==> src/include/flip_params.svh <==
`ifndef FLIP_PARAMS_SVH
`define FLIP_PARAMS_SVH

// frame geometry
`define CHANNEL_WIDTH       16
`define SUBFRAME_WIDTH      8

// element widths
`define EST_ERROR_PRECISION 8
`define ENER_BITWIDTH       8

// flip pattern table shape
`define NUM_FLIP_PATTERNS   4
`define FLIP_PATTERN_DEPTH  3

// frames kept beyond the newest one
`define HISTORY_DEPTH       2
`define ALIGN_OFFSET        8
`define OUTPUT_PIPE_DEPTH   1

`define FLIP_COUNT_WIDTH    ($clog2(`CHANNEL_WIDTH + 1))

`endif

==> src/flip_pkg.sv <==
`default_nettype none

`include "flip_params.svh"

package flip_pkg;

    // zero is no flag, k selects pattern k-1
    typedef logic [$clog2(`NUM_FLIP_PATTERNS + 1)-1:0] flag_t;
    typedef logic [`ENER_BITWIDTH-1:0]                 ener_t;
    typedef logic signed [`EST_ERROR_PRECISION-1:0]    res_t;

    typedef logic  [`CHANNEL_WIDTH-1:0] bits_frame_t;
    typedef res_t  [`CHANNEL_WIDTH-1:0] res_frame_t;
    typedef flag_t [`CHANNEL_WIDTH-1:0] flag_frame_t;
    typedef ener_t [`CHANNEL_WIDTH-1:0] ener_frame_t;

    typedef struct packed {
        bits_frame_t bits;
        res_frame_t  res;
        flag_frame_t flags;
        ener_frame_t ener;
    } rx_frame_t;

    typedef struct packed {
        bits_frame_t bits;
        res_frame_t  res;
        bits_frame_t flips;
    } corr_frame_t;

    // bit 0 lands on the flagged lane itself
    localparam logic [`FLIP_PATTERN_DEPTH-1:0] flip_patterns [`NUM_FLIP_PATTERNS] = '{
        3'b010, 3'b011, 3'b111, 3'b101
    };

endpackage : flip_pkg

`default_nettype wire

==> src/frame_history.sv <==
`default_nettype none

module frame_history #(
    parameter type frame_t = logic,
    parameter int  DEPTH   = 2
) (
    input  logic   clk,
    input  logic   rst_n_i,
    input  frame_t frame_i,
    output frame_t history_o [0:DEPTH]
);

    frame_t history_q [0:DEPTH];

    always_ff @(posedge clk) begin
        if (!rst_n_i) begin
            for (int k = 0; k <= DEPTH; k++) begin
                history_q[k] <= '0;
            end
        end else begin
            history_q[0] <= frame_i;
            // older entries move one slot down
            for (int k = 1; k <= DEPTH; k++) begin
                history_q[k] <= history_q[k-1];
            end
        end
    end

    // index 0 is the newest frame
    always_comb begin
        for (int k = 0; k <= DEPTH; k++) begin
            history_o[k] = history_q[k];
        end
    end

endmodule : frame_history

`default_nettype wire

==> src/frame_aligner.sv <==
`default_nettype none

`include "flip_params.svh"

module frame_aligner #(
    parameter type elem_t    = logic,
    parameter int  DEPTH     = 2,
    parameter int  ALIGN_POS = 8
) (
    input  elem_t [(DEPTH+1)*`CHANNEL_WIDTH-1:0] flat_i,
    output elem_t [`CHANNEL_WIDTH-1:0]           aligned_o
);

    localparam int FLAT_LANES = (DEPTH + 1) * `CHANNEL_WIDTH;

    // window must stay inside the flattened history
    localparam int LAST_LANE = (ALIGN_POS + `CHANNEL_WIDTH <= FLAT_LANES) ?
                               ALIGN_POS + `CHANNEL_WIDTH - 1 : FLAT_LANES - 1;

    always_comb begin
        aligned_o = '0;
        for (int lane = 0; lane < `CHANNEL_WIDTH; lane++) begin
            if (ALIGN_POS + lane <= LAST_LANE) begin
                aligned_o[lane] = flat_i[ALIGN_POS + lane];
            end
        end
    end

endmodule : frame_aligner

`default_nettype wire

==> src/subframe_flip_locator.sv <==
`default_nettype none

`include "flip_params.svh"

module subframe_flip_locator (
    input  logic                  clk,
    input  logic                  rst_n_i,
    input  flip_pkg::flag_frame_t flags_i,
    input  flip_pkg::ener_frame_t ener_i,
    output flip_pkg::bits_frame_t flips_o
);

    import flip_pkg::*;

    localparam int NUM_SUBFRAMES = `CHANNEL_WIDTH / `SUBFRAME_WIDTH;

    bits_frame_t flips_d;
    bits_frame_t flips_q;

    always_comb begin
        logic                           found;
        ener_t                          best_ener;
        flag_t                          best_flag;
        int                             best_lane;
        int                             lane;
        int                             pat_idx;
        logic [`FLIP_PATTERN_DEPTH-1:0] pattern;

        flips_d = '0;
        for (int s = 0; s < NUM_SUBFRAMES; s++) begin
            found     = 1'b0;
            best_ener = '0;
            best_flag = '0;
            best_lane = 0;
            // strict compare keeps the lowest lane on a tie
            for (int l = 0; l < `SUBFRAME_WIDTH; l++) begin
                lane = s * `SUBFRAME_WIDTH + l;
                if (flags_i[lane] != '0 && (!found || ener_i[lane] < best_ener)) begin
                    found     = 1'b1;
                    best_ener = ener_i[lane];
                    best_flag = flags_i[lane];
                    best_lane = lane;
                end
            end

            pat_idx = int'(best_flag) - 1;
            pattern = '0;
            if (found && pat_idx < `NUM_FLIP_PATTERNS) begin
                pattern = flip_patterns[pat_idx];
            end

            // OR into the mask, drop anything past the last lane
            for (int d = 0; d < `FLIP_PATTERN_DEPTH; d++) begin
                if (pattern[d] && best_lane + d < `CHANNEL_WIDTH) begin
                    flips_d[best_lane + d] = 1'b1;
                end
            end
        end
    end

    always_ff @(posedge clk) begin
        if (!rst_n_i) begin
            flips_q <= '0;
        end else begin
            flips_q <= flips_d;
        end
    end

    assign flips_o = flips_q;

endmodule : subframe_flip_locator

`default_nettype wire

==> src/flip_bit_locator_datapath.sv <==
`default_nettype none

`include "flip_params.svh"

module flip_bit_locator_datapath (
    input  logic                  clk,
    input  logic                  rst_n_i,
    input  flip_pkg::rx_frame_t   rx_frame_i,
    output flip_pkg::bits_frame_t bits_o,
    output flip_pkg::res_frame_t  res_o,
    output flip_pkg::bits_frame_t flips_o
);

    import flip_pkg::*;

    localparam int HIST_LANES = (`HISTORY_DEPTH + 1) * `CHANNEL_WIDTH;

    typedef struct packed {
        bits_frame_t bits;
        res_frame_t  res;
        bits_frame_t flips;
    } dp_frame_t;

    bits_frame_t bits_hist [0:`HISTORY_DEPTH];
    res_frame_t  res_hist  [0:`HISTORY_DEPTH];
    flag_frame_t flag_hist [0:`HISTORY_DEPTH];
    ener_frame_t ener_hist [0:`HISTORY_DEPTH];

    logic  [HIST_LANES-1:0] bits_flat;
    res_t  [HIST_LANES-1:0] res_flat;
    flag_t [HIST_LANES-1:0] flag_flat;
    ener_t [HIST_LANES-1:0] ener_flat;

    bits_frame_t bits_aligned;
    res_frame_t  res_aligned;
    flag_frame_t flag_window;
    ener_frame_t ener_window;
    bits_frame_t flips;

    bits_frame_t bits_q;
    res_frame_t  res_q;
    dp_frame_t   pipe_q [`OUTPUT_PIPE_DEPTH];

    frame_history #(.frame_t(bits_frame_t), .DEPTH(`HISTORY_DEPTH)) u_bits_hist (
        .clk(clk), .rst_n_i(rst_n_i), .frame_i(rx_frame_i.bits), .history_o(bits_hist)
    );
    frame_history #(.frame_t(res_frame_t), .DEPTH(`HISTORY_DEPTH)) u_res_hist (
        .clk(clk), .rst_n_i(rst_n_i), .frame_i(rx_frame_i.res), .history_o(res_hist)
    );
    frame_history #(.frame_t(flag_frame_t), .DEPTH(`HISTORY_DEPTH)) u_flag_hist (
        .clk(clk), .rst_n_i(rst_n_i), .frame_i(rx_frame_i.flags), .history_o(flag_hist)
    );
    frame_history #(.frame_t(ener_frame_t), .DEPTH(`HISTORY_DEPTH)) u_ener_hist (
        .clk(clk), .rst_n_i(rst_n_i), .frame_i(rx_frame_i.ener), .history_o(ener_hist)
    );

    // oldest frame lands in the low lanes
    for (genvar k = 0; k <= `HISTORY_DEPTH; k++) begin : g_flat
        assign bits_flat[k*`CHANNEL_WIDTH +: `CHANNEL_WIDTH] = bits_hist[`HISTORY_DEPTH - k];
        assign res_flat[k*`CHANNEL_WIDTH +: `CHANNEL_WIDTH]  = res_hist[`HISTORY_DEPTH - k];
        assign flag_flat[k*`CHANNEL_WIDTH +: `CHANNEL_WIDTH] = flag_hist[`HISTORY_DEPTH - k];
        assign ener_flat[k*`CHANNEL_WIDTH +: `CHANNEL_WIDTH] = ener_hist[`HISTORY_DEPTH - k];
    end

    frame_aligner #(.elem_t(logic), .DEPTH(`HISTORY_DEPTH), .ALIGN_POS(`ALIGN_OFFSET))
        u_bits_aligner (.flat_i(bits_flat), .aligned_o(bits_aligned));
    frame_aligner #(.elem_t(res_t), .DEPTH(`HISTORY_DEPTH), .ALIGN_POS(`ALIGN_OFFSET))
        u_res_aligner (.flat_i(res_flat), .aligned_o(res_aligned));

    assign flag_window = flag_flat[`ALIGN_OFFSET +: `CHANNEL_WIDTH];
    assign ener_window = ener_flat[`ALIGN_OFFSET +: `CHANNEL_WIDTH];

    subframe_flip_locator u_locator (
        .clk(clk), .rst_n_i(rst_n_i), .flags_i(flag_window), .ener_i(ener_window),
        .flips_o(flips)
    );

    always_ff @(posedge clk) begin
        if (!rst_n_i) begin
            bits_q <= '0;
            res_q  <= '0;
            for (int k = 0; k < `OUTPUT_PIPE_DEPTH; k++) begin
                pipe_q[k] <= '0;
            end
        end else begin
            // matches the locator register
            bits_q    <= bits_aligned;
            res_q     <= res_aligned;
            pipe_q[0] <= '{bits: bits_q, res: res_q, flips: flips};
            for (int k = 1; k < `OUTPUT_PIPE_DEPTH; k++) begin
                pipe_q[k] <= pipe_q[k-1];
            end
        end
    end

    assign bits_o  = pipe_q[`OUTPUT_PIPE_DEPTH-1].bits;
    assign res_o   = pipe_q[`OUTPUT_PIPE_DEPTH-1].res;
    assign flips_o = pipe_q[`OUTPUT_PIPE_DEPTH-1].flips;

endmodule : flip_bit_locator_datapath

`default_nettype wire

==> src/bit_corrector.sv <==
`default_nettype none

`include "flip_params.svh"

module bit_corrector (
    input  logic                         clk,
    input  logic                         rst_n_i,
    input  flip_pkg::bits_frame_t        bits_i,
    input  flip_pkg::res_frame_t         res_i,
    input  flip_pkg::bits_frame_t        flips_i,
    output flip_pkg::corr_frame_t        corr_frame_o,
    output logic [`FLIP_COUNT_WIDTH-1:0] flip_count_o
);

    import flip_pkg::*;

    localparam int CW = `FLIP_COUNT_WIDTH;

    logic [CW-1:0] count_d;
    corr_frame_t   corr_q;
    logic [CW-1:0] count_q;

    always_comb begin
        count_d = '0;
        for (int lane = 0; lane < `CHANNEL_WIDTH; lane++) begin
            count_d = count_d + CW'(flips_i[lane]);
        end
    end

    always_ff @(posedge clk) begin
        if (!rst_n_i) begin
            corr_q  <= '0;
            count_q <= '0;
        end else begin
            corr_q  <= '{bits: bits_i ^ flips_i, res: res_i, flips: flips_i};
            count_q <= count_d;
        end
    end

    assign corr_frame_o = corr_q;
    assign flip_count_o = count_q;

endmodule : bit_corrector

`default_nettype wire

==> src/error_correction_top.sv <==
`default_nettype none

`include "flip_params.svh"

module error_correction_top (
    input  logic                         clk,
    input  logic                         rst_n_i,
    input  flip_pkg::rx_frame_t          rx_frame_i,
    output flip_pkg::corr_frame_t        corr_frame_o,
    output logic [`FLIP_COUNT_WIDTH-1:0] flip_count_o
);

    import flip_pkg::*;

    bits_frame_t dp_bits;
    res_frame_t  dp_res;
    bits_frame_t dp_flips;

    // window bits, residuals and flip mask arrive together
    flip_bit_locator_datapath u_datapath (
        .clk       (clk),
        .rst_n_i   (rst_n_i),
        .rx_frame_i(rx_frame_i),
        .bits_o    (dp_bits),
        .res_o     (dp_res),
        .flips_o   (dp_flips)
    );

    bit_corrector u_corrector (
        .clk         (clk),
        .rst_n_i     (rst_n_i),
        .bits_i      (dp_bits),
        .res_i       (dp_res),
        .flips_i     (dp_flips),
        .corr_frame_o(corr_frame_o),
        .flip_count_o(flip_count_o)
    );

endmodule : error_correction_top

`default_nettype wire

==> config.mk <==
export PLATFORM = sky130hd
export DESIGN_NAME = error_correction_top
export DESIGN_NICKNAME = d
export VERILOG_FILES = /design/src/flip_pkg.sv /design/src/frame_history.sv /design/src/frame_aligner.sv /design/src/subframe_flip_locator.sv /design/src/flip_bit_locator_datapath.sv /design/src/bit_corrector.sv /design/src/error_correction_top.sv
export VERILOG_INCLUDE_DIRS = /design/src /design/src/include
export SDC_FILE = /design/constraint.sdc
export NUM_CORES = 2
export LEC_CHECK = 0
export BUFFER_PORTS_ARGS = -buffer_cell sky130_fd_sc_hd__buf_2
export CORE_ASPECT_RATIO = 0.9
export CORE_MARGIN = 5
export CORE_UTILIZATION = 56
export DETAILED_ROUTE_END_ITERATION = 7
export HOLD_SLACK_MARGIN = 0.1
export PLACE_DENSITY = 0.77
export SYNTH_ARGS = -nofsm -noshare
export SYNTH_HDL_FRONTEND = slang
export SYNTH_SLANG_ARGS = --single-unit
==> constraint.sdc <==
create_clock -name clk -period 22.6 [get_ports clk]
set_clock_uncertainty 0.05 [all_clocks]
set_input_delay 4.52 -clock clk [delete_from_list [all_inputs] [get_ports clk]]
set_output_delay 4.52 -clock clk [all_outputs]
set_load 0.005 [all_outputs]
==> metrics.txt <==
# TYPE chip_impl_metric gauge
chip_impl_metric{name="syn-cell-area",unit="um2"} 41000
chip_impl_metric{name="port_buffers",unit=""} 486
chip_impl_metric{name="critical_path.max_stage_delay",unit="ns"} 0.86
chip_impl_metric{name="detail_route.vias_per_cell",unit=""} 4.76
chip_impl_metric{name="vias",unit=""} 24727
chip_impl_metric{name="synth.yosys.warnings",unit=""} 0
chip_impl_info{name="rsz0062_at_grt",value="no"} 1
chip_impl_metric{name="power.density_cell_area",unit="nW/um2"} 100
chip_impl_info{name="worstHoldPathType",value="flip-flop to flip-flop"} 1
chip_impl_metric{name="setup_viol",unit=""} 0
chip_impl_metric{name="std_cell_rows",unit=""} 94
chip_impl_info{name="path_class",value="flip-flop to flip-flop"} 1
chip_impl_metric{name="timing.final.ws_setup",unit="ns"} 4.78
chip_impl_metric{name="postSynthRegisterBits",unit=""} 1285
chip_impl_info{name="critical_path.endpoint_type",value="flip-flop"} 1
chip_impl_metric{name="grt_remaining_overflow",unit=""} 0
chip_impl_metric{name="final_hold_viol_count",unit=""} 0
chip_impl_info{name="run_status",value="complete, no violations"} 1
chip_impl_info{name="critPathLaunchType",value="flip-flop"} 1
chip_impl_metric{name="antenna_violations_before_repair",unit=""} 7
chip_impl_metric{name="place_hpwl",unit="mm"} 56.3
chip_impl_metric{name="track_usage",unit="%"} 19.9
chip_impl_metric{name="syn2layout_area_growth",unit="%"} 17.3
chip_impl_metric{name="max_slew.worst_pin.slew",unit="ns"} 1.08
chip_impl_metric{name="power_frac_seq",unit="%"} 49.6
chip_impl_metric{name="hold_ws",unit="ns"} 0.335
chip_impl_metric{name="number_of_fill_cells_in_the_layout",unit=""} 5540
chip_impl_metric{name="synth-edff-count",unit=""} 0
chip_impl_metric{name="power.leakage",unit="nW"} 21.2
chip_impl_info{name="worst_path_most_repeated_cell",value="sky130_fd_sc_hd__ha_1"} 1
chip_impl_metric{name="grt_max_degree",unit=""} 197
chip_impl_metric{name="seqCellArea",unit="um2"} 25700
chip_impl_metric{name="htreeDepth",unit=""} 3
chip_impl_metric{name="cellInternalPower",unit="mW"} 3.69
chip_impl_metric{name="maxSlewViolCount",unit=""} 0
chip_impl_metric{name="final_cells",unit=""} 5197
chip_impl_metric{name="drcViolationCount",unit=""} 0
chip_impl_metric{name="fp.dieH",unit="um"} 267
chip_impl_metric{name="setup_tns",unit="ns"} 0
chip_impl_metric{name="ctsResizeCount",unit=""} 0
chip_impl_metric{name="postLayoutCellArea",unit="um2"} 48100
chip_impl_metric{name="clk_pin_slew",unit="ns"} 0.07
chip_impl_metric{name="die_w",unit="um"} 295
chip_impl_metric{name="initialDrtViolationCount",unit=""} 1384
chip_impl_metric{name="grt_pass1_wl",unit="mm"} 126
chip_impl_metric{name="std_cell_core_area",unit="um2"} 72900
chip_impl_metric{name="worstSkewPairLatency",unit="ns"} 0.70
chip_impl_metric{name="crit_required",unit="ns"} 23.14
chip_impl_metric{name="design.die.area",unit="um2"} 78800
chip_impl_metric{name="relative_contribution_of_combinational_cells_to_total_power",unit="%"} 9.4
chip_impl_metric{name="grt_pass1_vias",unit=""} 23978
chip_impl_metric{name="postCtsHoldBufs",unit=""} 0
chip_impl_info{name="cts_tree",value="done"} 1
chip_impl_metric{name="arrival",unit="ns"} 18.36
chip_impl_metric{name="syn_inst",unit=""} 3690
chip_impl_metric{name="drt-pass1-iter-count",unit=""} 5
chip_impl_metric{name="wirelength",unit="mm"} 80.8
chip_impl_metric{name="ir_drop",unit="uV"} 86.6
chip_impl_metric{name="asyncSetResetFlopFracSynth",unit="%"} 0
chip_impl_info{name="yosys_most_used_dff",value="sky130_fd_sc_hd__dfxtp_1"} 1
chip_impl_metric{name="cts_inserted_buffers",unit=""} 113
chip_impl_metric{name="crit_fanout",unit=""} 21
chip_impl_metric{name="synth_sequential_area_ratio",unit="%"} 62.7
chip_impl_metric{name="gp_routability_congestion",unit=""} 0.885
chip_impl_metric{name="final_period_utilization",unit="%"} 78.8
chip_impl_metric{name="nets",unit=""} 4581
chip_impl_metric{name="timing.max_cap.violations",unit=""} 0
chip_impl_metric{name="initial_utilization",unit="%"} 56.3
chip_impl_metric{name="totalPowerFinal",unit="mW"} 4.82
chip_impl_metric{name="drt-wirelength-per-cell",unit="um"} 15.5
chip_impl_metric{name="post_dp_cell_area",unit="um2"} 44100
chip_impl_metric{name="top_level_ports",unit=""} 487
chip_impl_metric{name="synth_nets",unit=""} 4133
chip_impl_metric{name="synthesis.area_per_instance",unit="um2"} 11.1
chip_impl_metric{name="share_of_post_route_cells_with_drive_strength_above_1",unit="%"} 17.9
chip_impl_metric{name="post_synth_num_cell_types",unit=""} 101
chip_impl_metric{name="multi_input_area",unit="um2"} 14400
chip_impl_metric{name="power_switching_share",unit="%"} 23.4
chip_impl_metric{name="cts_setup_buffers",unit=""} 0
chip_impl_metric{name="dp_cells",unit=""} 4983
chip_impl_info{name="clockRootBuffer",value="sky130_fd_sc_hd__clkbuf_16"} 1
chip_impl_metric{name="layout_min_cycle_time",unit="ns"} 17.82
chip_impl_metric{name="switching_power",unit="mW"} 1.13
chip_impl_metric{name="maxClockFrequency",unit="MHz"} 56.1
chip_impl_metric{name="number_of_nets_with_antenna_violations_after_detailed_routing",unit=""} 0
chip_impl_metric{name="placement.setup.worst_slack",unit="ns"} 4.92
chip_impl_metric{name="utilization",unit="%"} 66.0
chip_impl_metric{name="clock_network_fraction_of_total_power",unit="%"} 41.0
chip_impl_metric{name="cts_max_path_buffers",unit=""} 3
chip_impl_info{name="critical_path.slowest_cell",value="sky130_fd_sc_hd__a2111oi_0"} 1
chip_impl_metric{name="timing.max_slew.rel_slack",unit="%"} 27.4
chip_impl_metric{name="clock_sink_count",unit=""} 1285
routing by layer:
layer | routed length (um) | up-vias | GRT usage, %
met5 | 28 | - | 0
met2 | 37300 | 547 | 32.5
met4 | 2500 | 4 | 6.89
met1 | 36400 | 11279 | 26.5
met3 | 4640 | 154 | 4.38
li1 | - | 12743 | -
worst max-delay path, delay by kind of cell, from the launching register on:
family | cells | cell delay (ns)
DFF | 1 | 0.33
muxes | 2 | 0.62
adders and majority gates | 8 | 2.29
and+or+nand+nor | 18 | 4.29
buffers and inverters | 6 | 1.06
AOI/OAI and AO/OA | 33 | 9.08
worst paths after layout:
| path | start | end | slack, ns | cells after the start |
|---|---|---|---|---|
| min reg2reg | u_datapath.pipe_q[0][32] | u_corrector.corr_frame_o[32] | 0.33 | 1 |
| max | u_datapath.u_flag_hist.history_q[0][121] | u_datapath.u_locator.flips_o[10] | 4.78 | 67 |
| min | u_datapath.pipe_q[0][32] | u_corrector.corr_frame_o[32] | 0.33 | 1 |
| max reg2reg | u_datapath.u_flag_hist.history_q[0][121] | u_datapath.u_locator.flips_o[10] | 4.78 | 67 |
placed cells by master, fill, tap and decap left out, types with 15 or more instances in the layout:
cell type and n:
sky130_fd_sc_hd__inv_1 74, sky130_fd_sc_hd__nand3_1 19, sky130_fd_sc_hd__mux2i_1 15, sky130_fd_sc_hd__mux2_2 15
sky130_fd_sc_hd__nand2_1 116, sky130_fd_sc_hd__xnor2_1 17, sky130_fd_sc_hd__buf_2 485, sky130_fd_sc_hd__nor3_1 35
sky130_fd_sc_hd__ha_1 111, sky130_fd_sc_hd__clkbuf_8 29, sky130_fd_sc_hd__clkbuf_16 114, sky130_fd_sc_hd__and2_1 1257
sky130_fd_sc_hd__o21a_1 18, sky130_fd_sc_hd__nor2_1 110, sky130_fd_sc_hd__clkbuf_1 27, sky130_fd_sc_hd__o21ai_0 69
sky130_fd_sc_hd__a21o_1 23, sky130_fd_sc_hd__dfxtp_1 1285, sky130_fd_sc_hd__a21oi_1 88
layout make-up:
type / count / share of cell area, %
Clock buffer: 170 / 6.97
Clock inverter: 39 / 1.31
Timing Repair Buffer: 499 / 5.28
Inverter: 76 / 0.593
Sequential cell: 1285 / 53.5
Antenna cell: 5 / 0.0260
Tap cell: 960 / 2.50
Multi-Input combinational cell: 2163 / 29.9
cell usage after synthesis (all sizes together), types with 10 or more instances:
| cell | n | share of area (%) |
|---|---|---|
| dfxtp | 1285 | 63 |
| and2 | 1259 | 19 |
| clkbuf | 152 | 1.4 |
| nand2 | 118 | 1.1 |
| ha | 111 | 3.4 |
| nor2 | 111 | 1.0 |
| a21oi | 95 | 1.3 |
| o21ai | 79 | 0.99 |
| inv | 76 | 0.70 |
| nor3 | 44 | 0.68 |
| a21o | 24 | 0.46 |
| nand3 | 20 | 0.26 |
| o21a | 19 | 0.35 |
| mux2 | 17 | 0.48 |
| xnor2 | 17 | 0.36 |
| a211oi | 15 | 0.36 |
| mux2i | 15 | 0.37 |
| or3 | 15 | 0.24 |
| buf | 14 | 0.20 |
| nand4 | 14 | 0.21 |
| fa | 10 | 0.49 |
sequential cells by signal, summed over array words and instances, names as in the netlist:
signal and count:
u_datapath.u_res_hist.history_q 328, u_datapath.u_ener_hist.history_q 320, u_corrector.corr_frame_o 160, u_datapath.res_q 120, u_datapath.u_flag_hist.history_q 120, u_datapath.pipe_q 88, u_datapath.u_res_hist.history_o 64, u_datapath.u_bits_hist.history_q 41
u_datapath.u_locator.flips_o 16, u_datapath.bits_q 15, u_datapath.u_bits_hist.history_o 8, u_corrector.flip_count_o 5
logic make-up after synthesis:
kind of cell | count (synthesis) | synth area share [%]
adder cells (fa/ha/maj) | 121 | 3.87
AND/OR/NAND/NOR | 1641 | 23.8
XOR/XNOR | 18 | 0.384
AO/OA/AOI/OAI | 351 | 6.14
flip-flops | 1285 | 62.7
buffers and inverters | 242 | 2.29
multiplexers | 32 | 0.842
power by group through the flow:
stage | logic [mW] | registers [mW] | clock network [mW]
floorplan | 0.323 | 2.42 | 0
global placement | 0.444 | 2.44 | 0
detailed placement | 0.448 | 2.44 | 0
CTS | 0.452 | 2.39 | 2.02
global route | 0.508 | 2.40 | 2.12
finish | 0.452 | 2.39 | 1.98
No activity file was read; power rests on OpenSTA's default activity.
